<file path="config.mk">
export PLATFORM = sky130hd
export DESIGN_NAME = tlk_tx_regs
export DESIGN_NICKNAME = d
export VERILOG_FILES = /design/src/common/tlk_tx_pkg.sv /design/src/source/tlk_tx_regs.sv
export VERILOG_INCLUDE_DIRS = /design/src /design/src/common
export SDC_FILE = /design/constraint.sdc
export NUM_CORES = 1
export LEC_CHECK = 0
export BUFFER_PORTS_ARGS = -buffer_cell sky130_fd_sc_hd__buf_2
export CAP_MARGIN = 25
export CORE_MARGIN = 2
export CORE_UTILIZATION = 50
export CTS_BUF_LIST = sky130_fd_sc_hd__clkbuf_16
export CTS_CLUSTER_DIAMETER = 40
export DETAILED_ROUTE_END_ITERATION = 8
export HOLD_SLACK_MARGIN = 0.05
export MAX_ROUTING_LAYER = met4
export PLACE_DENSITY = 0.82
export SLEW_MARGIN = 20
export SYNTH_ARGS = -nofsm -noshare
export SYNTH_HDL_FRONTEND = slang
export SYNTH_SLANG_ARGS = --single-unit
</file>
<file path="constraint.sdc">
create_clock -name clk -period 2.7 [get_ports clk]
set_input_delay 0.405 -clock clk [delete_from_list [all_inputs] [get_ports clk]]
set_output_delay 0.405 -clock clk [all_outputs]
set_load 0.05 [all_outputs]
</file>
<file path="src/common/tlk_tx_cfg.svh">
// constants of the TLK2711 transmit path
// 8b/10b control codes, frame header words, run lengths and register map
// include in every file that needs one of these values

`ifndef TLK_TX_CFG_SVH
`define TLK_TX_CFG_SVH

// sync pair and frame delimiters
`define TLK_K28_5 8'hBC
`define TLK_D5_6  8'hC5
`define TLK_K27_7 8'hFB
`define TLK_K28_2 8'h5C
`define TLK_K30_7 8'hFE
`define TLK_K29_7 8'hFD

// header and file sign words
`define TLK_HEAD_0   16'hEB90
`define TLK_HEAD_1   16'hE116
`define TLK_TX_IND   8'h81
`define TLK_FILE_END 8'h01

// sync runs, the gap is cut down from 257 for simulation
`define TLK_SYNC_WORDS 6
`define TLK_GAP_WORDS  16
`define TLK_FIFO_WORDS 512

// APB register map
`define TLK_REG_CTRL       8'h00
`define TLK_REG_BODY_LEN   8'h04
`define TLK_REG_TAIL_LEN   8'h08
`define TLK_REG_BODY_NUM   8'h0C
`define TLK_REG_INTR_WIDTH 8'h10
`define TLK_REG_STATUS     8'h14

`endif

</file>
<file path="src/common/tlk_tx_pkg.sv">
// shared types for the TLK2711 transmit path
// holds the vector typedefs that carry a meaning and the framer state enum
// modules import it inside their bodies and use scoped names on their ports

package tlk_tx_pkg;

    // one link character pair, msb character in [15:8]
    typedef logic [15:0] word_t;

    // one DMA beat, four link words
    typedef logic [63:0] beat_t;

    // frame length in bytes
    typedef logic [15:0] len_t;

    // frame index within one transfer
    typedef logic [23:0] frame_num_t;

    // interrupt width in clocks
    typedef logic [15:0] intr_width_t;

    // FIFO fill in words, 0 to 512
    typedef logic [9:0] fifo_level_t;

    // APB address and data
    typedef logic [7:0]  apb_addr_t;
    typedef logic [31:0] apb_data_t;

    // framer states, the code shows up in STATUS bits 3:0
    typedef enum logic [3:0] {
        tx_idle, tx_sync, tx_sof, tx_head0, tx_head1,
        tx_file_sign, tx_frame_num, tx_vld_len, tx_vld_data,
        tx_checksum, tx_eof, tx_gap, tx_interrupt
    } tx_state_e;

endpackage

</file>
<file path="src/source/tlk_tx_regs.sv">
// APB configuration registers of the TLK2711 transmit path
// no wait states, pready is tied high
// CTRL bit 0 writes a one-cycle start pulse, bits 1 and 2 hold loopback and pre
// STATUS is read only and built from the live framer state and FIFO flags

`timescale 1ns/1ps
`include "tlk_tx_cfg.svh"

module tlk_tx_regs (
    input  logic                      clk,
    input  logic                      i_soft_reset,
    input  logic                      i_psel,
    input  logic                      i_penable,
    input  logic                      i_pwrite,
    input  tlk_tx_pkg::apb_addr_t     i_paddr,
    input  tlk_tx_pkg::apb_data_t     i_pwdata,
    output tlk_tx_pkg::apb_data_t     o_prdata,
    output logic                      o_pready,
    output logic                      o_pslverr,
    output logic                      o_start,
    output logic                      o_loopen,
    output logic                      o_pre,
    output tlk_tx_pkg::len_t          o_body_len,
    output tlk_tx_pkg::len_t          o_tail_len,
    output tlk_tx_pkg::frame_num_t    o_body_num,
    output tlk_tx_pkg::intr_width_t   o_intr_width,
    input  tlk_tx_pkg::tx_state_e     i_state,
    input  logic                      i_fifo_empty,
    input  logic                      i_fifo_full
);
    import tlk_tx_pkg::*;

    logic access;
    logic addr_hit;
    logic wr_en;
    logic busy;

    assign access = i_psel & i_penable;
    assign busy   = (i_state != tx_idle);

    always_comb begin
        case (i_paddr)
            `TLK_REG_CTRL, `TLK_REG_BODY_LEN, `TLK_REG_TAIL_LEN,
            `TLK_REG_BODY_NUM, `TLK_REG_INTR_WIDTH, `TLK_REG_STATUS: addr_hit = 1'b1;
            default: addr_hit = 1'b0;
        endcase
    end

    // STATUS is read only
    assign o_pslverr = access & (~addr_hit | (i_pwrite & (i_paddr == `TLK_REG_STATUS)));
    assign o_pready  = 1'b1;
    assign wr_en     = access & i_pwrite & ~o_pslverr;

    always_ff @(posedge clk) begin
        if (i_soft_reset) begin
            o_start      <= 1'b0;
            o_loopen     <= 1'b0;
            o_pre        <= 1'b0;
            o_body_len   <= '0;
            o_tail_len   <= '0;
            o_body_num   <= '0;
            o_intr_width <= '0;
        end else begin
            o_start <= 1'b0;
            if (wr_en) begin
                case (i_paddr)
                    `TLK_REG_CTRL: begin
                        o_start  <= i_pwdata[0];
                        o_loopen <= i_pwdata[1];
                        o_pre    <= i_pwdata[2];
                    end
                    `TLK_REG_BODY_LEN:   o_body_len   <= i_pwdata[15:0];
                    `TLK_REG_TAIL_LEN:   o_tail_len   <= i_pwdata[15:0];
                    `TLK_REG_BODY_NUM:   o_body_num   <= i_pwdata[23:0];
                    `TLK_REG_INTR_WIDTH: o_intr_width <= i_pwdata[15:0];
                    default: ;
                endcase
            end
        end
    end

    // read mux, start bit does not hold so it reads as zero
    always_comb begin
        case (i_paddr)
            `TLK_REG_CTRL:       o_prdata = {29'd0, o_pre, o_loopen, 1'b0};
            `TLK_REG_BODY_LEN:   o_prdata = {16'd0, o_body_len};
            `TLK_REG_TAIL_LEN:   o_prdata = {16'd0, o_tail_len};
            `TLK_REG_BODY_NUM:   o_prdata = {8'd0, o_body_num};
            `TLK_REG_INTR_WIDTH: o_prdata = {16'd0, o_intr_width};
            `TLK_REG_STATUS:     o_prdata = {25'd0, busy, i_fifo_full, i_fifo_empty, i_state};
            default:             o_prdata = '0;
        endcase
    end

endmodule

</file>
[After elaboration in Yosys (flattened, before gate mapping)]
Index checks and enable logic that the tools add are counted.
Cells by class
  mux-type cells: 2
  div/mod/pow operators: 0
  magnitude comparators: 0
  multiply operators: 0
  reductions and logical operators: 9
  add/subtract/negate cells: 0
  equal/unequal tests: 5
  shift operators: 0
  bitwise gates (word level): 10
Operator list (count)
  24-bit one-hot mux with 6 select lines: 1
  8-bit by 4-bit equality test with 1-bit output (second input constant): 2
  8-bit by 5-bit equality test with 1-bit output (second input constant): 2
  2-bit AND reduction: 5
  8-bit by 3-bit equality test with 1-bit output (second input constant): 1
  8-bit zero test: 1
  6-bit OR reduction: 1
  1-bit AND: 5
  1-bit NOT: 4
  4-bit nonzero test: 1
  3-bit OR reduction: 1
  1-bit two-way mux: 1
  1-bit OR: 1
Word-level totals
  latch bits: 0
  register bits: 75
  memories: 0
  ROM bits: 0
  logic and storage cells: 33
  bits in writable memories: 0

[Depth between registers and ports, before layout]
Gate-level depths: netlist of run 1.
  depth after elaboration: 10
  mapped depth: 7
  depth with buffers taken out: 4

[Least setup slack after synthesis of run 1]
OpenSTA, ideal clock, no wires.
  path type: input-to-output
  from: input port i_paddr[5]
  to: output port o_prdata[0]
  setup slack: -67 ps
  required time: 2295 ps
  path buffers: 1
  data arrival time: 2362 ps
  cell stages on the path: 4
  cell sequence: nor4_4 > nand2_1 > clkbuf_1 > o21ai_0
Between the ends
  cells in the longest elaborated chain, start to end: 2
  elaborated cells between the ends (all ways): 7
  classes of those cells: 5 x eq/ne; 1 x mux; 1 x reduce/logical
RTL lines
  from (decl): RTL line tlk_tx_regs.sv:15  | input tlk_tx_pkg::apb_addr_t i_paddr,
  8-bit by 5-bit equality test with 1-bit output, or another cell as far along: RTL line tlk_tx_regs.sv:84  | case (i_paddr)
  24-bit one-hot mux with 6 select lines (*): RTL line tlk_tx_regs.sv:84
  to (decl): RTL line tlk_tx_regs.sv:17  | output tlk_tx_pkg::apb_data_t o_prdata,
Every way passes the cells marked *; elsewhere a longest branch is shown, timed or not.

[Worst setup path after layout of run 1]
  from: input port i_paddr[4]
  to: output port o_prdata[0]
Same word-level chain as after synthesis.

==> results of run 1 <==
-- final cells by class --
class / instances / area share
clock buffers: 9 / 0.0510
clock inverters: 7 / 0.00793
multi-input cells: 285 / 0.384
flip-flops and latches: 75 / 0.340
well taps: 80 / 0.0227
repair buffers: 160 / 0.194
-- cells in the mapped netlist, types with 2 or more instances --
cell      instances  area [µm²]
a21oi_1          41         205
a221o_1          10         100
a22oi_1          19         143
and2_1            2        12.5
and3_1           13        81.3
buf_2            12        60.1
buf_4            11        82.6
buf_6             2        22.5
clkbuf_1         14        52.6
conb_1            2        7.51
dfxtp_1          75        1500
mux2_2            4        45.0
mux2i_1          34         340
mux4_2            2        45.0
nand2_1          83         312
nand3_1           2        10.0
nand4_4           2        42.5
nor2_1           44         165
nor2b_1           2        12.5
nor4_1            2        12.5
nor4b_2           2        30.0
o21ai_0           7        35.0
-- cell families (layout without fill, tap and decap cells) --
kind of cell           count (synthesis)  count (layout)
AO/OA/AOI/OAI                         79              79
buffers and inverters                 39             176
multiplexers                          40              40
other                                  2               9
AND/OR/NAND/NOR                      157             157
flip-flops                            75              75
-- metrics by stage --
step | std cells | util | power (mW) | TNS [ns]
2_1_floorplan | 399 | - | 1.22 | -0.404
6_report | 616 | 0.661 | 2.32 | 0
3_3_place_gp | 600 | 0.622 | 1.28 | 0
5_1_grt | 616 | 0.661 | 2.39 | 0
3_5_place_dp | 600 | 0.622 | 1.29 | 0
4_1_cts | 616 | 0.661 | 2.33 | 0
-- cell usage in the layout, fill, tap and decap left out, drive strengths merged, types with 9 or more instances in the layout --
cell / netlist / final
buf: 25 / 160
nand2: 83 / 83
dfxtp: 75 / 75
nor2: 45 / 45
a21oi: 41 / 41
mux2i: 34 / 34
a22oi: 19 / 19
and3: 13 / 13
a221o: 10 / 10
conb: 2 / 9
clkbuf: 14 / 9
-- sequential cells by signal, indices dropped and copies added, names as in the netlist --
register and cells:
o_body_num 24, o_body_len 16, o_intr_width 16, o_tail_len 16
o_loopen 1, o_pre 1, o_start 1
-- critical path, stage by stage --
cell	delay [ns]
buf_2	0.16
nor4_1	0.37
and2_1	0.38
buf_4	0.22
a22oi_1	0.07
o21ai_0	0.10
buf_2	0.31
-- worst min-delay path by stage --
stage | startpoint | endpoint | slack, ns
2_1_floorplan | i_pwdata[0] | o_tail_len[0] | 0.54
3_3_place_gp | o_body_num[20] | o_body_num[20] | 0.45
3_5_place_dp | o_body_num[21] | o_body_num[21] | 0.45
4_1_cts | i_pwdata[20] | o_body_num[20] | 0.31
5_1_grt | i_pwdata[20] | o_body_num[20] | 0.32
6_report | i_pwdata[20] | o_body_num[20] | 0.31
-- per-layer routing --
metal,global-route usage,routed length (µm),up-vias
met1,0.342,4000,1679
li1,-,-,1615
met2,0.479,5350,170
met5,-,0,-
met4,0.0909,209,0
met3,0.0400,686,23
-- power breakdown --
part / switching (mW) / total, mW / internal, mW
registers: 0.000304 / 1.11 / 1.11
logic: 0.108 / 0.157 / 0.0490
clock network: 0.449 / 1.06 / 0.607
==> metrics.txt, run 1 <==
status complete, no violations; Crit Path Class input pin to primary output; core box area 6680 µm²; final antenna-violating net count 0; final hold slack 0.311 ns; xor/xnor share of the synthesized area 0; asr flop ratio synth 0; Vias 3,487; IO Count 160; initial core utilization 0.507; min-delay worst type input pin to register; final RePlAce weighted congestion 0.838; PortBufs 142; Vias/cell 5.66; FF-to-FF Start o_tail_len[4]; Min Clock Period, post-route 2.43 ns; pre-CTS setup slack 0.289 ns; root buffer cell clkbuf_16; Cells after Synth 392; Worst R2R End o_tail_len[4]; Worst setup endpoint o_prdata[0]; DR iter-0 viols 238; Startpoint Class input pin; Synth Area in Compound Gates 0.148; Final Hold Fails 0; Least-Margin Pin Slew 0.736 ns; mux contribution to synthesized area 0.127; #FFs+latches synth 75; CTS resizes 0; Detailed Routing Iterations Pass 1 5; fmax 0.412 GHz; DP HPWL 7010 µm; Worst VDD drop 0.346 mV; Final Slew Violations 0; Die W 86.3 µm; leakage 2.27 nW; drt total wl 10,200 µm; Die ar. 7450 µm²; initial antenna violation count 0; Hold Path Depth 3; PnR worst setup slack 0.272 ns; CTS tree done; multi-input combinational cell area 1700 µm²; max_slew headroom 0.509; pwr dens 525 nW/µm²; Cell Rows 30; DRC Markers 0; ANT cells 0; post-CTS setup buffers 0; vias in the first global route 3,127; average wire per standard cell 16.6 µm; DP Area 4160 µm²; Post-synth EDFFs 0; RSZ-0062 raised after global routing no; fin area 4420 µm²; Clock Pin Slew Worst Setup and Hold Paths 0.06 ns; Skew-Pair Late Insertion Delay 0.33 ns; first-pass GRT wire length 15,800 µm; CTS max path bufs 2; nets 582; critical path fanouts, max 6; library cells used by synthesis 29; register area 1500 µm²; synth warn 0; sequential fraction of the synthesis area 0.443; Final period util 0.899; CTS buffer count 9; setup skew after layout 0 ns; GRT Resource Usage Total 0.281; pin count of the biggest net entering global routing 45; Post-Syn Area 3390 µm²; Post-CTS Hold Fix Bufs 0; area grow syn2layout 30.3%; most frequently used flop master after synthesis dfxtp_1; H-tree levels 3; Fillers 560; simple-gate share of the synthesized area 0.215; CP Capture Type primary output; synthesized-area fraction occupied by adder cells 0; Crit path required time 2.30 ns; Post-Syn Area per Cell 8.64 µm²; largest family of logic cells by synthesized area simple AND/OR/NAND/NOR gates; FF-to-FF path depth 2; Worst EP arrival 2.02 ns; clock sink total 75; Die Ht 86.3 µm; R2R Setup Slk 2.00 ns; final setup fails 0; fraction of layout cells with a size suffix above 1 0.345; Max-Cap Viols 0; Crit. Startpoint i_paddr[4]; Overflow after GRT 0
Note: power is estimated with default switching activity, not from simulation.
==> inputs of run 2 (changes only) <==
- CORE_MARGIN: 2 -> 1
==> metrics.txt, run 2 (synthesized netlist as in run 1, its figures left out) <==
status finished, violations left; violated checks DRC; final RePlAce weighted congestion 0.829; Worst EP arrival 1.96 ns; average wire per standard cell 16.4 µm; final antenna-violating net count 0; Vias 3,425; Startpoint Class input pin; final setup fails 0; Skew-Pair Late Insertion Delay 0.33 ns; ANT cells 0; RSZ-0062 raised after global routing no; pre-CTS setup slack 0.352 ns; CP Capture Type primary output; Clock Pin Slew Worst Setup and Hold Paths 0.06 ns; min-delay worst type input pin to register; clock sink total 75; Die ar. 7110 µm²; Crit path required time 2.30 ns; Detailed Routing Iterations Pass 1 7; Largest Register o_body_num; Vias/cell 5.61; nets 580; area grow syn2layout 31.2%; Min Clock Period, post-route 2.36 ns; setup skew after layout 0 ns; Final Hold Fails 0; max reg flops 24; IO Count 160; Cell Rows 29; pwr dens 551 nW/µm²; Post-CTS Hold Fix Bufs 0; pin count of the biggest net entering global routing 45; fraction of layout cells with a size suffix above 1 0.346; max_slew headroom 0.504; commonest cells after routing, fill and taps aside buf_2 (142), nand2_1 (83), dfxtp_1 (75), nor2_1 (44), a21oi_1 (41); leakage 2.28 nW; vias in the first global route 3,155; Worst VDD drop 0.391 mV; post-CTS setup buffers 0; Die Ht 84.3 µm; Most Crowded Layer GR met2; grt met3 use 0.0354; DR iter-0 viols 279; GR Util met2 0.503; initial antenna violation count 0; CTS resizes 0; CTS max path bufs 2; Max-Cap Viols 0; Least-Margin Pin Slew 0.745 ns; root buffer cell clkbuf_16; core box area 6460 µm²; Crit Path Class input pin to primary output; Final period util 0.875; first-pass GRT wire length 15,900 µm; critical path fanouts, max 10; PnR worst setup slack 0.337 ns; initial core utilization 0.525; Overflow after GRT 0; Fillers 538; PortBufs 142; drt total wl 10,000 µm; GRT Resource Usage Total 0.295; total power draw 2.45 mW; grt met1 use 0.354; fmax 0.423 GHz; Die W 84.3 µm; CTS buffer count 9; DP HPWL 6810 µm; commonest non-fill, non-tap cell in the layout buf_2; DRC Markers 8; final hold slack 0.310 ns; CTS tree done; H-tree levels 3; Final Slew Violations 0
run 2: final timing paths:
check,startpoint,end,slack (ns),cells past startpoint
worst min register to register,o_body_num[17],o_body_num[17],0.47,2
worst max-delay path,i_paddr[5],o_prdata[3],0.34,7
worst min-delay path,i_pwdata[21],o_body_num[21],0.31,3
worst max register to register,o_body_len[9],o_body_len[9],2.02,2
run 2: critical path, stage by stage:
cell	delay, ns
buf_2	0.13
nor4b_2	0.47
and2_1	0.23
buf_4	0.20
a22oi_1	0.11
o21ai_0	0.10
buf_2	0.30
run 2: power by group:
part	total [mW]	leakage (nW)	switching, mW	internal [mW]
Sequential	1.11	0.604	0.000307	1.11
Combinational	0.153	1.54	0.106	0.0471
Clock	1.19	0.140	0.476	0.712
run 2: metal layers:
| metal | wire (µm) | vias up | share of wire |
|---|---|---|---|
| met5 | 0 | - | 0 |
| met4 | 280 | 0 | 0.028 |
| met2 | 5080 | 153 | 0.51 |
| li1 | - | 1613 | - |
| met1 | 4120 | 1630 | 0.41 |
| met3 | 560 | 29 | 0.056 |
run 2: cell type report:
cell class                 instances  area [µm²]  area share
sequential                        75        1500       0.338
tap                               77        96.3      0.0217
clock inverter                     7        70.1      0.0158
multi-input combinational        285        1700       0.381
clock buffer                       9         225      0.0507
timing repair buffer             158         856       0.193
run 2: per-stage QoR:
step | util | area, µm² | TNS, ns | instances
floorplan | - | 3410 | -0.404 | 399
detailed placement | 0.642 | 4150 | 0 | 595
finish | 0.688 | 4440 | 0 | 611
CTS | 0.688 | 4440 | 0 | 611
global route | 0.688 | 4440 | 0 | 611
global placement | 0.642 | 4150 | 0 | 595
