==> config.mk <==
export PLATFORM = sky130hd
export DESIGN_NAME = tlk_tx_framer
export DESIGN_NICKNAME = d
export VERILOG_FILES = /design/src/common/tlk_tx_pkg.sv /design/src/tx_framer/tlk_tx_framer.sv
export VERILOG_INCLUDE_DIRS = /design/src /design/src/common
export SDC_FILE = /design/constraint.sdc
export NUM_CORES = 1
export LEC_CHECK = 0
export BUFFER_PORTS_ARGS = -buffer_cell sky130_fd_sc_hd__buf_2
export CAP_MARGIN = 20
export CELL_PAD_IN_SITES_DETAIL_PLACEMENT = 1
export CELL_PAD_IN_SITES_GLOBAL_PLACEMENT = 2
export CORE_MARGIN = 3
export CORE_UTILIZATION = 35
export DETAILED_ROUTE_END_ITERATION = 7
export PLACE_DENSITY_LB_ADDON = 0.1
export SLEW_MARGIN = 5
export SYNTH_ARGS = -nofsm -noshare
export SYNTH_HDL_FRONTEND = slang
export SYNTH_SLANG_ARGS = --single-unit
==> constraint.sdc <==
create_clock -name clk -period 11.4 [get_ports clk]
set_input_delay 2.85 -clock clk [delete_from_list [all_inputs] [get_ports clk]]
set_output_delay 2.85 -clock clk [all_outputs]
set_load 0.02 [all_outputs]
==> src/common/tlk_tx_cfg.svh <==
// constants of the TLK2711 transmit path
// 8b/10b control codes, frame header words, run lengths and register map
// include in every file that needs one of these values

`ifndef TLK_TX_CFG_SVH
`define TLK_TX_CFG_SVH

// sync pair and frame delimiters
`define TLK_K28_5 8'hBC
`define TLK_D5_6  8'hC5
`define TLK_K27_7 8'hFB
`define TLK_K28_2 8'h5C
`define TLK_K30_7 8'hFE
`define TLK_K29_7 8'hFD

// header and file sign words
`define TLK_HEAD_0   16'hEB90
`define TLK_HEAD_1   16'hE116
`define TLK_TX_IND   8'h81
`define TLK_FILE_END 8'h01

// sync runs, the gap is cut down from 257 for simulation
`define TLK_SYNC_WORDS 6
`define TLK_GAP_WORDS  16
`define TLK_FIFO_WORDS 512

// APB register map
`define TLK_REG_CTRL       8'h00
`define TLK_REG_BODY_LEN   8'h04
`define TLK_REG_TAIL_LEN   8'h08
`define TLK_REG_BODY_NUM   8'h0C
`define TLK_REG_INTR_WIDTH 8'h10
`define TLK_REG_STATUS     8'h14

`endif

==> src/common/tlk_tx_pkg.sv <==
// shared types for the TLK2711 transmit path
// holds the vector typedefs that carry a meaning and the framer state enum
// modules import it inside their bodies and use scoped names on their ports

package tlk_tx_pkg;

    // one link character pair, msb character in [15:8]
    typedef logic [15:0] word_t;

    // one DMA beat, four link words
    typedef logic [63:0] beat_t;

    // frame length in bytes
    typedef logic [15:0] len_t;

    // frame index within one transfer
    typedef logic [23:0] frame_num_t;

    // interrupt width in clocks
    typedef logic [15:0] intr_width_t;

    // FIFO fill in words, 0 to 512
    typedef logic [9:0] fifo_level_t;

    // APB address and data
    typedef logic [7:0]  apb_addr_t;
    typedef logic [31:0] apb_data_t;

    // framer states, the code shows up in STATUS bits 3:0
    typedef enum logic [3:0] {
        tx_idle, tx_sync, tx_sof, tx_head0, tx_head1,
        tx_file_sign, tx_frame_num, tx_vld_len, tx_vld_data,
        tx_checksum, tx_eof, tx_gap, tx_interrupt
    } tx_state_e;

endpackage

==> src/tx_framer/tlk_tx_framer.sv <==
// frame state machine of the TLK2711 transmit path
// sends sync words, then body_num+1 frames, then holds the interrupt
// the character for state S leaves the output register one clock after S
// a frame starts only once the FIFO holds all its payload words

`timescale 1ns/1ps
`include "tlk_tx_cfg.svh"

module tlk_tx_framer (
    input  logic                      clk,
    input  logic                      i_soft_reset,
    input  logic                      i_start,
    input  tlk_tx_pkg::len_t          i_body_len,
    input  tlk_tx_pkg::len_t          i_tail_len,
    input  tlk_tx_pkg::frame_num_t    i_body_num,
    input  tlk_tx_pkg::intr_width_t   i_intr_width,
    input  tlk_tx_pkg::fifo_level_t   i_fifo_level,
    input  tlk_tx_pkg::word_t         i_fifo_data,
    output logic                      o_fifo_rd,
    output tlk_tx_pkg::tx_state_e     o_state,
    output tlk_tx_pkg::word_t         o_txd,
    output logic                      o_tkmsb,
    output logic                      o_tklsb,
    output logic                      o_enable,
    output logic                      o_lckrefn,
    output logic                      o_tx_interrupt
);
    import tlk_tx_pkg::*;

    tx_state_e  state, state_nx;
    len_t       cnt;
    frame_num_t frame_cnt;
    logic       last_sent;
    word_t      csum;
    len_t       cur_len;
    len_t       need_words;
    logic       is_last;
    logic       level_ok;
    word_t      txd_d;
    logic       tkmsb_d;
    logic       tklsb_d;

    // length and start rule of the frame at frame_cnt
    assign is_last    = (frame_cnt == i_body_num);
    assign cur_len    = is_last ? i_tail_len : i_body_len;
    assign need_words = {1'b0, cur_len[15:1]};
    assign level_ok   = ({6'd0, i_fifo_level} >= need_words);
    assign o_fifo_rd  = (state == tx_vld_data);
    assign o_state    = state;

    always_comb begin
        state_nx = state;
        case (state)
            tx_idle:      if (i_start) state_nx = tx_sync;
            tx_sync: begin
                if (cnt >= len_t'(`TLK_SYNC_WORDS - 1) && level_ok) state_nx = tx_sof;
            end
            tx_sof:       state_nx = tx_head0;
            tx_head0:     state_nx = tx_head1;
            tx_head1:     state_nx = tx_file_sign;
            tx_file_sign: state_nx = tx_frame_num;
            tx_frame_num: state_nx = tx_vld_len;
            tx_vld_len:   state_nx = (need_words == '0) ? tx_checksum : tx_vld_data;
            tx_vld_data:  if (cnt == need_words - 16'd1) state_nx = tx_checksum;
            tx_checksum:  state_nx = tx_eof;
            tx_eof:       state_nx = tx_gap;
            tx_gap: begin
                if (cnt >= len_t'(`TLK_GAP_WORDS - 1)) begin
                    if (last_sent) state_nx = tx_interrupt;
                    else if (level_ok) state_nx = tx_sof;
                end
            end
            tx_interrupt: if ((cnt + 16'd1) >= i_intr_width) state_nx = tx_idle;
            default:      state_nx = tx_idle;
        endcase
    end

    ////////////////////////////////////////////////////////////////////////////
    // state, counters and checksum
    ////////////////////////////////////////////////////////////////////////////
    always_ff @(posedge clk) begin
        if (i_soft_reset) begin
            state     <= tx_idle;
            cnt       <= '0;
            frame_cnt <= '0;
            last_sent <= 1'b0;
            csum      <= '0;
        end else begin
            state <= state_nx;
            // one counter for sync, gap, payload and interrupt runs
            if (state_nx != state) cnt <= '0;
            else if (cnt != '1) cnt <= cnt + 16'd1;
            if (state == tx_idle) begin
                frame_cnt <= '0;
                last_sent <= 1'b0;
            end else if (state == tx_eof) begin
                frame_cnt <= frame_cnt + 24'd1;
                last_sent <= is_last;
            end
            if (state == tx_sof) csum <= '0;
            else if (state inside {tx_frame_num, tx_vld_len, tx_vld_data}) csum <= csum + txd_d;
        end
    end

    ////////////////////////////////////////////////////////////////////////////
    // character select and output register
    ////////////////////////////////////////////////////////////////////////////
    always_comb begin
        tkmsb_d = 1'b0;
        tklsb_d = 1'b0;
        case (state)
            tx_sof: begin
                txd_d   = {`TLK_K28_2, `TLK_K27_7};
                tkmsb_d = 1'b1;
                tklsb_d = 1'b1;
            end
            tx_head0:     txd_d = `TLK_HEAD_0;
            tx_head1:     txd_d = `TLK_HEAD_1;
            tx_file_sign: txd_d = {`TLK_TX_IND, is_last ? `TLK_FILE_END : 8'h00};
            tx_frame_num: txd_d = frame_cnt[15:0];
            tx_vld_len:   txd_d = cur_len;
            tx_vld_data:  txd_d = i_fifo_data;
            tx_checksum:  txd_d = csum;
            tx_eof: begin
                txd_d   = {`TLK_K29_7, `TLK_K30_7};
                tkmsb_d = 1'b1;
                tklsb_d = 1'b1;
            end
            // idle, sync, gap and interrupt all send the sync pair
            default: begin
                txd_d   = {`TLK_D5_6, `TLK_K28_5};
                tklsb_d = 1'b1;
            end
        endcase
    end

    always_ff @(posedge clk) begin
        if (i_soft_reset) begin
            o_txd          <= {`TLK_D5_6, `TLK_K28_5};
            o_tkmsb        <= 1'b0;
            o_tklsb        <= 1'b1;
            o_enable       <= 1'b0;
            o_lckrefn      <= 1'b0;
            o_tx_interrupt <= 1'b0;
        end else begin
            o_txd          <= txd_d;
            o_tkmsb        <= tkmsb_d;
            o_tklsb        <= tklsb_d;
            o_enable       <= 1'b1;
            o_lckrefn      <= 1'b1;
            o_tx_interrupt <= (state == tx_interrupt);
        end
    end

endmodule

After elaboration in Yosys (flattened, before gate mapping). Cells that the tools add are included.

Order comparisons: 4. Reduce and logical (&&, ||, !) cells: 9. Equal/unequal tests: 16. $add $sub $neg: 4. Muxes and demuxes: 15.

Operators with widths (count): $pmux 16 s9 (1); $pmux 4 s13 (1); $mux 4 (7); $add 24x1->24 const B (1); $eq 24x24->1 (1); $eq 4x4->1 const B (5); $add 16x1->16 const B (1); $add 16x16->16 (1); $eq 16x16->1 (1); $eq 4x3->1 const B (4); $ge 16x16->1 (1); $ge 16x3->1 const B (1); $ge 16x4->1 const B (1); $logic_not 16->1 (1); $mux 16 (1); $ne 16x16->1 const B (1); $sub 15x1->16 const B (1); $ge 10x15->1 (1); $eq 4x2->1 const B (2); $reduce_or 2->1 (4); $reduce_or 7->1 (1); $mux 1 (5); $eq 4x1->1 const B (1); $logic_not 4->1 (1); 3 further kinds (3).

Bits of input ports: 101. Flip-flop bits (word level): 81. Output and inout bits: 26. Word-level logic and storage cells: 58.

Longest topological paths before layout. Gate-level depths: netlist of the first run.

Word-level depth: 9. Mapped depth: 22. Mapped depth without buffers: 20.

Worst setup path after synthesis of the first run. Ideal clock, no wire load.

Kind: input to register. From: in i_body_num[15]. To: reg csum[15]. Stages: 21. Path slack: 4.402 ns. Arrival time: 6.939 ns. Path buffers: 2. Library setup time: 0.059 ns. Required time: 11.341 ns. Path through: xor2_1 > nor4_1 > and4_1 > buf_4 > buf_2 > a21boi_1 > or2_2 > a221oi_1 > inv_1 > ha_1 > a21o_1 > a21oi_1 > o21ai_0 > a211o_1 > nand3_1 > a31o_2 > o2111ai_1 > a21oi_1 > xor2_1 > or4_1 > nand2_1.

Word-level cells in the longest chain between the ends: 4. Elaborated cells on any way between the ends: 5. Those cells by class: 1 x add/sub; 1 x eq/ne; 3 x mux.

RTL lines: start: declaration (RTL line tlk_tx_framer.sv:15) `input tlk_tx_pkg::frame_num_t i_body_num,`; $eq 24x24->1 (RTL line tlk_tx_framer.sv:44) `assign is_last = (frame_cnt == i_body_num);`; $mux 16 (RTL line tlk_tx_framer.sv:45) `assign cur_len = is_last ? i_tail_len : i_body_len;`; $pmux 16 s9 (RTL line tlk_tx_framer.sv:111) `case (state)`; via txd_d[1] (RTL line tlk_tx_framer.sv:39) `word_t txd_d;`; $add 16x16->16 (RTL line tlk_tx_framer.sv:101) `else if (state inside {tx_frame_num, tx_vld_len, tx_vld_data}) csum <= csum + txd_d;`; end signal: assignment (RTL line tlk_tx_framer.sv:101); end: declaration (RTL line tlk_tx_framer.sv:34) `word_t csum;`.

The timed path passes the listed nets, and every way through them passes these cells. A chain may end at the register's enable or synchronous reset.

Final worst setup path of the first run. Same ends and word-level chain as after synthesis.

==> impl_metrics.tcl, run 1 <==
set metrics [dict create \
    whs_endpoint "csum[6]" \
    initial_utilization 0.362 \
    path_max_fanout 16 \
    hold_depth 2 \
    worstMarginPinSlew_ns 1.06 \
    port_buffers 126 \
    rrSetupSlack_ns 5.81 \
    dieArea_um2 20500 \
    hpwl_mm 19.6 \
    cpLargestDelayFamily "simple AND/OR/NAND/NOR gates" \
    fin_ws_ns 3.63 \
    num_vias 6687 \
    n_antenna_cell 0 \
    worstSetupPathType "in2reg" \
    grt_max_degree 32 \
    tns_ns 0 \
    synth_ff_type "dfxtp_1" \
    synth_top_cell_by_area "dfxtp_1" \
    arrival_ns 8.07 \
    synth-async-reset-ratio 0 \
    pwr_density_cell_nw_per_um2 109 \
    gp_congestion 0.908 \
    avgViaCountPerCell 5.52 \
    io_pins 127 \
    drtAntennaViolNets 0 \
    ys_seq_area_frac 0.246 \
    synth-edff-count 0 \
    crit_buf_inv 2 \
    synth-warning-count 0 \
    cts_buffer_depth 2 \
    hold_class "reg2reg" \
    cap_violations 0 \
    finalHoldViolCount 0 \
    fin_skew_ns 0.0113 \
    nets 1123 \
    vdd_drop_max_uv 73.7 \
    r2r-start "frame_cnt[8]" \
    drt_wl_total_mm 24.5 \
    gr-total-overflow 0 \
    yosys-top-cells-count "nor2_1 (104), dfxtp_1 (81), nand2_1 (71)" \
    cts_buffers 9 \
    rsz0062_at_grt "no" \
    netlist_instances 876 \
    rr_endpoint "csum[15]" \
    area_delta_synth_final_pct 16.7 \
    clock-sinks 81 \
    yosysUniqueCellTypes 75 \
    grtUsageTotal 0.239 \
    slowest_delay_ns 0.74 \
    grt_pass1_vias 6701 \
    p_leak_nw 3.30 \
    yosys-top-cells-area "dfxtp_1 (25%), ha_1 (8.3%), xor2_1 (6.5%)" \
    cts-root-buf "clkbuf_16" \
    drtIter0Drc 381 \
    wl_met3_mm 1.26 \
    maxUsedRoutingLayer "met4" \
    post-cts-setup-buffers 0 \
    postCtsHoldBufs 0 \
    min_from "csum[6]" \
    drive_above_1_share 0.169 \
    grt_pass1_wl_mm 38.0 \
    ctsResizeCount 0 \
    antenna_found_initial 0 \
    drc 0 \
    status "complete, no violations" \
    h-tree-depth 3 \
    die_w_um 143 \
    worstPathCellList "buf_2 -> xor2_1 -> nor4_1 -> and4_1 -> a21boi_1 -> or2_2 -> a221oi_1 -> inv_1 -> ha_1 -> a21o_1 -> a21oi_1 -> o21ai_0 -> a211o_1 -> nand3_1 -> a31o_2 -> o2111ai_1 -> a21oi_1 -> xor2_1 -> or4_1 -> nand2_1" \
    crit_required_ns 11.70 \
    cts_tree "yes" \
    wl_met1_mm 11.6 \
    crit_path_top_delay_cell "and4_1" \
    dr_wl_met2_mm 11.4 \
    max_freq_mhz 129 \
    synth_nets 1022 \
    pre_cts_slack_ns 3.37 \
    cts.clk_slew.worst_paths_ns 0.07 \
    yosysMostFrequentCell "nor2_1" \
    finalMaxSlewViolations 0 \
    ys_ff_latch 81 \
    rows 49 \
    clock_latency_ns 0.35 \
    slew_headroom 0.290 \
    die_y_um 143 \
    yosysTopAreaCellShare 0.246 \
    rr_worst_depth 19 \
    fin_crit_sh 0.682 \
    cp-end-kind "register" \
    post_drt_wl_per_cell_um 20.2 \
    core_um2 18200 \
    syn_avg_cell_area_um2 7.53 \
    syn-cell-area_um2 6600 \
    crit_path_start_kind "primary input" \
    layout_min_cycle_time_ns 7.77 \
    setup_viol 0 \
    drt_pass1_iterations 5 \
]
[how the worst max path moves through the flow]
stage                         startpoint  endpoint  depth (start not counted)
after floorplan           i_body_num[15]  csum[15]                         21
after global placement    i_body_num[15]  csum[15]                         20
after detailed placement   i_body_num[8]  csum[15]                         20
after CTS                  i_body_num[8]  csum[15]                         20
after global routing      i_body_num[15]  csum[15]                         20
final                     i_body_num[15]  csum[15]                         20
[power by group]
| part | leakage, nW | internal [W] | switching [W] |
|---|---|---|---|
| registers | 0.655 | 0.000293 | 0.00000644 |
| clock network | 0.148 | 0.000179 | 0.000135 |
| logic | 2.49 | 0.0000852 | 0.000139 |
| total | 3.30 | 0.000557 | 0.000281 |
[logic make-up after synthesis]
| family | count (synthesis) | share of synthesized area |
|---|---|---|
| fa+ha+maj | 45 | 0.0865 |
| compound gates | 190 | 0.183 |
| simple gates | 363 | 0.278 |
| mux | 18 | 0.0302 |
| flops | 81 | 0.246 |
| buf+inv | 91 | 0.0558 |
| xor+xnor | 88 | 0.121 |
[placed cells by master, fill, tap and decap left out, drive strengths merged, types with 11 or more instances in the layout]
cell type,instances
a21oi,57
buf,133
mux2i,16
xnor2,37
and2,14
ha,44
nor2b,18
nand4,16
and3,14
nor4,16
nand3,32
a21o,11
or3,12
nand2,72
nor2,105
dfxtp,81
nor3,21
nand2b,17
xor2,49
o21ai,52
inv,51
[area by class of cell]
| cell class | instances | area (um2) |
|---|---|---|
| fill | 2302 | 10500 |
| multi-input combinational | 704 | 4610 |
| sequential | 81 | 1620 |
| timing repair buffer | 133 | 683 |
| tap | 229 | 287 |
| clock buffer | 10 | 239 |
| inverter | 48 | 180 |
| clock inverter | 6 | 73.8 |
[per-stage QoR]
stage	hold WS (ns)	instances	total power, W	cell area [um2]	util
floorplan	0.449	876	0.000451	6600	-
global placement	0.485	1195	0.000528	7390	0.406
detailed placement	0.485	1195	0.000529	7390	0.406
CTS	0.495	1211	0.000845	7700	0.423
global route	0.515	1211	0.000885	7700	0.423
finish	0.494	1211	0.000838	7700	0.423
[state kept, by name, indices dropped and copies added (netlist names)]
register	flops
o_tkmsb	1
frame_cnt	24
o_tx_interrupt	1
o_tklsb	1
o_state	4
o_txd	16
csum	16
last_sent	1
o_lckrefn	1
cnt	16
[worst register-to-register path, stage by stage, from the launching register on]
cell and delay, ns:
dfxtp_1 0.38, xor2_1 0.19, nor4_1 0.69, and4_1 0.74, a21boi_1 0.19, or2_2 0.35
a221oi_1 0.51, inv_1 0.10, ha_1 0.29, a21o_1 0.18, a21oi_1 0.22, o21ai_0 0.15
a211o_1 0.34, nand3_1 0.11, a31o_2 0.20, o2111ai_1 0.13, a21oi_1 0.19, xor2_1 0.09
or4_1 0.41, nand2_1 0.08
[layer usage]
metal,vias to the layer above,GRT usage
li1,3295,-
met1,3185,0.327
met2,193,0.404
met3,14,0.0383
met4,0,0.0451
met5,-,0
(Power assumes the default switching activity.)
==> run 2, diff against run 1 <==
- CORE_UTILIZATION: 35 -> 32
- clock period: 11.4 -> 7.93 ns (I/O delays scaled with it)
==> impl_metrics.tcl, run 2 (synthesized netlist as in run 1, its figures left out) <==
set metrics [dict create \
    cts_tree "yes" \
    cap_violations 0 \
    layout_common_cells "buf_2 (126), nor2_1 (104), dfxtp_1 (81)" \
    slew_headroom 0.355 \
    die_w_um 150 \
    grt_max_degree 32 \
    cts-root-buf "clkbuf_16" \
    layout_min_cycle_time_ns 6.42 \
    drc 0 \
    hold_class "reg2reg" \
    fin_skew_ns 0.00927 \
    rsz0062_at_grt "no" \
    p_switching_w 0.000408 \
    cts.clk_slew.worst_paths_ns 0.07 \
    gp_congestion 0.866 \
    internal-power_w 0.000769 \
    setup_viol 0 \
    path_max_fanout 3 \
    avgViaCountPerCell 5.37 \
    n_antenna_cell 0 \
    crit_path_start_kind "primary input" \
    gr-total-overflow 0 \
    drive_above_1_share 0.175 \
    post-cts-setup-buffers 0 \
    crit_required_ns 8.23 \
    drtAntennaViolNets 0 \
    clock-sinks 81 \
    post_drt_wl_per_cell_um 20.0 \
    worstSetupPathType "in2reg" \
    ctsResizeCount 0 \
    grtUsageTotal 0.227 \
    initial_utilization 0.332 \
    fin_crit_sh 0.809 \
    comb_power_share 0.275 \
    finalHoldViolCount 0 \
    utilization 0.392 \
    cts_buffer_depth 2 \
    hpwl_mm 20.3 \
    grt_pass1_wl_mm 39.0 \
    h-tree-depth 3 \
    p_leak_nw 3.32 \
    grt_pass1_vias 6824 \
    port_buffers 126 \
    cts_buffers 9 \
    max_freq_mhz 156 \
    dieArea_um2 22400 \
    status "complete, no violations" \
    num_vias 6733 \
    postCtsHoldBufs 0 \
    tns_ns 0 \
    p_total_w 0.00118 \
    drtIter0Drc 366 \
    seq_power_share 0.367 \
    swShare 0.347 \
    hold_depth 2 \
    cp-end-kind "register" \
    arrival_ns 6.71 \
    pwr_density_cell_nw_per_um2 151 \
    largest-register "frame_cnt" \
    die_y_um 150 \
    final_common_cell "buf_2" \
    core_um2 19800 \
    clockPowerShare 0.358 \
    drt_pass1_iterations 5 \
    rows 51 \
    io_pins 127 \
    nets 1130 \
    drt_wl_total_mm 25.1 \
    antenna_found_initial 0 \
    vdd_drop_max_uv 97.0 \
    area_delta_synth_final_pct 17.9 \
    clock_latency_ns 0.36 \
    rr_worst_depth 19 \
    largest_register_ffs 24 \
    finalMaxSlewViolations 0 \
    worstMarginPinSlew_ns 0.965 \
]
## run 2: cell types whose count changed in the layout (fill, tap and decap cells not counted), sizes merged
| cell | delta |
|---|---|
| buf | +7 |
| clkinv | +2 |
| bufinv | -1 |
| inv | -1 |
## run 2: path summary, 6_finish.rpt
path              end          start  slack [ns]
min           csum[0]        csum[0]        0.48
min reg2reg   csum[0]        csum[0]        0.48
max          csum[15]  i_body_num[8]        1.51
max reg2reg  csum[15]  frame_cnt[16]        2.83
## run 2: critical path, stage by stage
cell and delay [ns]:
buf_2 0.10, xor2_1 0.15, nor4_1 0.56, and4_1 0.44, a21boi_1 0.13, or2_2 0.33, a221oi_1 0.50, inv_1 0.10
ha_1 0.29, a21o_1 0.19, a21oi_1 0.21, o21ai_0 0.15, a211o_1 0.34, nand3_1 0.12, a31o_2 0.21, o2111ai_1 0.12
a21oi_1 0.19, xor2_1 0.10, or4_1 0.41, nand2_1 0.08
## run 2: cell type report
class / count / area [um2]
multi-input cells: 704 / 4610
well taps: 265 / 332
clock inverters: 6 / 50.0
clock buffers: 10 / 239
flip-flops and latches: 81 / 1620
inverters: 48 / 180
fillers: 2504 / 12100
repair buffers: 140 / 739
## run 2: layer usage
metal / up-vias / part of all wire / track usage
li1: 3307 / - / -
met1: 3242 / 0.49 / 0.317
met2: 161 / 0.46 / 0.372
met3: 23 / 0.038 / 0.0312
met4: 0 / 0.016 / 0.0531
met5: - / 0 / 0
## run 2: power groups by stage
stage	Sequential (W)	Clock [W]	Combinational (W)
4_1_cts	0.000432	0.000435	0.000324
3_3_place_gp	0.000441	0	0.000321
6_report	0.000432	0.000422	0.000323
5_1_grt	0.000434	0.000448	0.000358
3_5_place_dp	0.000441	0	0.000323
2_1_floorplan	0.000451	0	0.000198
## run 2: through the flow
step	cells	worst slack [ns]	area, um2	hold WS [ns]
final	1254	1.51	7780	0.481
after floorplan	876	1.80	6600	0.449
after detailed placement	1237	1.16	7480	0.472
after CTS	1253	1.51	7760	0.482
after global placement	1237	1.24	7480	0.468
after global routing	1254	1.18	7780	0.507
==> run 3, diff against run 2 <==
- ABC_AREA: unset -> 1
- CORE_UTILIZATION: 32 -> 30
- clock period: 7.93 -> 6.3 ns (I/O delays scaled with it)
==> impl_metrics.tcl, run 3 <==
set metrics [dict create \
    status "complete, no violations" \
    final_common_cell "nand2_1" \
    drive_above_1_share 0.188 \
    dieArea_um2 25200 \
    area_delta_synth_final_pct 18.5 \
    clockPowerShare 0.442 \
    cap_violations 0 \
    postPlaceCellArea_um2 8010 \
    grt_use_met1 0.286 \
    pre_cts_slack_ns 0.477 \
    synth_nets 1258 \
    hold_class "reg2reg" \
    rows 55 \
    use_met3 0.0269 \
    die_y_um 159 \
    synth-edff-count 0 \
    gp_congestion 0.839 \
    worstMarginPinSlew_ns 0.851 \
    clock_latency_ns 0.36 \
    yosysTopAreaCellShare 0.231 \
    postCtsHoldBufs 0 \
    finalHoldViolCount 0 \
    ys_seq_area_frac 0.231 \
    crit_path_start "i_body_num[22]" \
    fin_ws_ns 0.858 \
    port_buffers 126 \
    drt_wl_total_mm 24.9 \
    final_cell_area_um2 8300 \
    num_vias 7188 \
    crit_required_ns 6.58 \
    gr-total-overflow 0 \
    layout_common_cells "nand2_1 (276), inv_1 (188), buf_2 (126)" \
    grt_pass1_vias 7259 \
    finalMaxSlewViolations 0 \
    cp-end-kind "register" \
    largest-register "frame_cnt" \
    path_max_fanout 16 \
    synth_ff_type "dfxtp_1" \
    drtIter0Drc 256 \
    p_switching_w 0.000356 \
    busiest_layer "met2" \
    syn_avg_cell_area_um2 6.30 \
    pwr_density_cell_nw_per_um2 148 \
    ctsResizeCount 0 \
    n_antenna_cell 0 \
    cts.clk_slew.worst_paths_ns 0.07 \
    synth-async-reset-ratio 0 \
    antenna_found_initial 0 \
    seq_power_share 0.422 \
    cts-root-buf "clkbuf_16" \
    drt_pass1_iterations 4 \
    synth-warning-count 0 \
    r2r-start "o_state[1]" \
    min_from "csum[15]" \
    drc 0 \
    layout_min_cycle_time_ns 5.44 \
    cts_buffers 9 \
    post_drt_wl_per_cell_um 16.0 \
    fin_skew_ns 0.00995 \
    core_um2 22800 \
    io_pins 127 \
    yosysUniqueCellTypes 52 \
    cts_tree "yes" \
    synth_top_cell_by_area "dfxtp_1" \
    arrival_ns 5.72 \
    syn-cell-area_um2 7010 \
    yosysMostFrequentCell "nand2_1" \
    post-cts-setup-buffers 0 \
    utilization 0.364 \
    initial_utilization 0.308 \
    grt_max_degree 19 \
    nets 1388 \
    p_leak_nw 4.15 \
    yosys-top-cells-area "dfxtp_1 (23%), nand2_1 (15%), inv_1 (10%)" \
    swShare 0.290 \
    cts_buffer_depth 2 \
    setup_viol 0 \
    vdd_drop_max_uv 125 \
    netlist_instances 1112 \
    die_w_um 159 \
    clock-sinks 81 \
    worstSetupPathType "in2reg" \
    multi_input_area_um2 4490 \
    fill_cells 3037 \
    tns_ns 0 \
    comb_power_share 0.136 \
    met2_usage 0.305 \
    drtAntennaViolNets 0 \
    fin_crit_sh 0.864 \
    yosys-top-cells-count "nand2_1 (276), inv_1 (188), nor2_1 (103)" \
    grt_pass1_wl_mm 39.5 \
    grtUsageTotal 0.195 \
    largest_register_ffs 24 \
    hpwl_mm 20.5 \
    ys_ff_latch 81 \
    crit_path_start_kind "primary input" \
    rsz0062_at_grt "no" \
    whs_ns 0.481 \
    slew_headroom 0.418 \
    seqCellArea_um2 1620 \
    avgViaCountPerCell 4.61 \
    max_freq_mhz 184 \
    internal-power_w 0.000870 \
    h-tree-depth 3 \
]
## run 3: changes by cell type after synthesis, moves of 17 or more
cell      change
clkbuf_1     -17
inv_1       +140
inv_2        +17
nand2_1     +205
nand2b_1     -17
nand3_1      +37
nor2b_1      -18
xnor2_1      -32
## run 3: cell type report
| class | instances | area share |
|---|---|---|
| multi-input combinational | 803 | 0.541 |
| tap | 313 | 0.0472 |
| inverter | 209 | 0.0946 |
| sequential | 81 | 0.195 |
| clock buffer | 11 | 0.0304 |
| timing repair buffer | 138 | 0.0868 |
| clock inverter | 4 | 0.00422 |
## run 3: logic make-up after synthesis
logic type,share of synthesized area
fa+ha+maj,0.0814
simple gates,0.368
xor+xnor,0.0520
compound gates,0.139
mux,0.00143
flops,0.231
buf+inv,0.127
## run 3: per-stage QoR
step | total power, W | cells
3_5_place_dp | 0.000698 | 1544
4_1_cts | 0.00124 | 1559
3_3_place_gp | 0.000696 | 1544
5_1_grt | 0.00128 | 1559
2_1_floorplan | 0.000633 | 1112
6_report | 0.00123 | 1559
## run 3: metal layers
| layer | vias up | part of all wire | wire length [um] |
|---|---|---|---|
| li1 | 3814 | - | - |
| met1 | 3253 | 0.53 | 13300 |
| met2 | 107 | 0.43 | 10600 |
| met3 | 14 | 0.029 | 726 |
| met4 | 0 | 0.011 | 283 |
| met5 | - | 0 | 0 |
## run 3: power by group through the flow
stage | clock network [W] | registers, W | logic, W
finish | 0.000542 | 0.000518 | 0.000166
CTS | 0.000556 | 0.000518 | 0.000170
global placement | 0 | 0.000530 | 0.000166
floorplan | 0 | 0.000529 | 0.000103
detailed placement | 0 | 0.000530 | 0.000169
global route | 0.000575 | 0.000518 | 0.000190
## run 3: final timing paths
| kind | slack (ns) | cells after the start | to |
|---|---|---|---|
| setup / recovery | 0.86 | 26 | cnt[0] |
| hold reg to reg | 0.48 | 1 | csum[15] |
| hold / removal | 0.48 | 1 | csum[15] |
| setup reg to reg | 1.26 | 29 | csum[12] |
## run 3: critical path: stages
cell      delay (ns)
buf_2           0.10
nand2_1         0.06
nand2_1         0.05
nor2_1          0.16
nand2_1         0.07
nor2_1          0.26
nand3_2         0.37
buf_4           0.33
nand2_1         0.08
nand2_2         0.13
ha_1            0.34
a21oi_1         0.15
o21ai_0         0.14
a211oi_1        0.24
nand2_1         0.09
nand2_1         0.06
nand2_1         0.05
nand2_1         0.06
nand2_1         0.17
nand4_1         0.16
nand3_1         0.12
a21oi_1         0.14
nand3_1         0.08
nor2_1          0.17
nand3_4         0.33
nor2_1          0.19
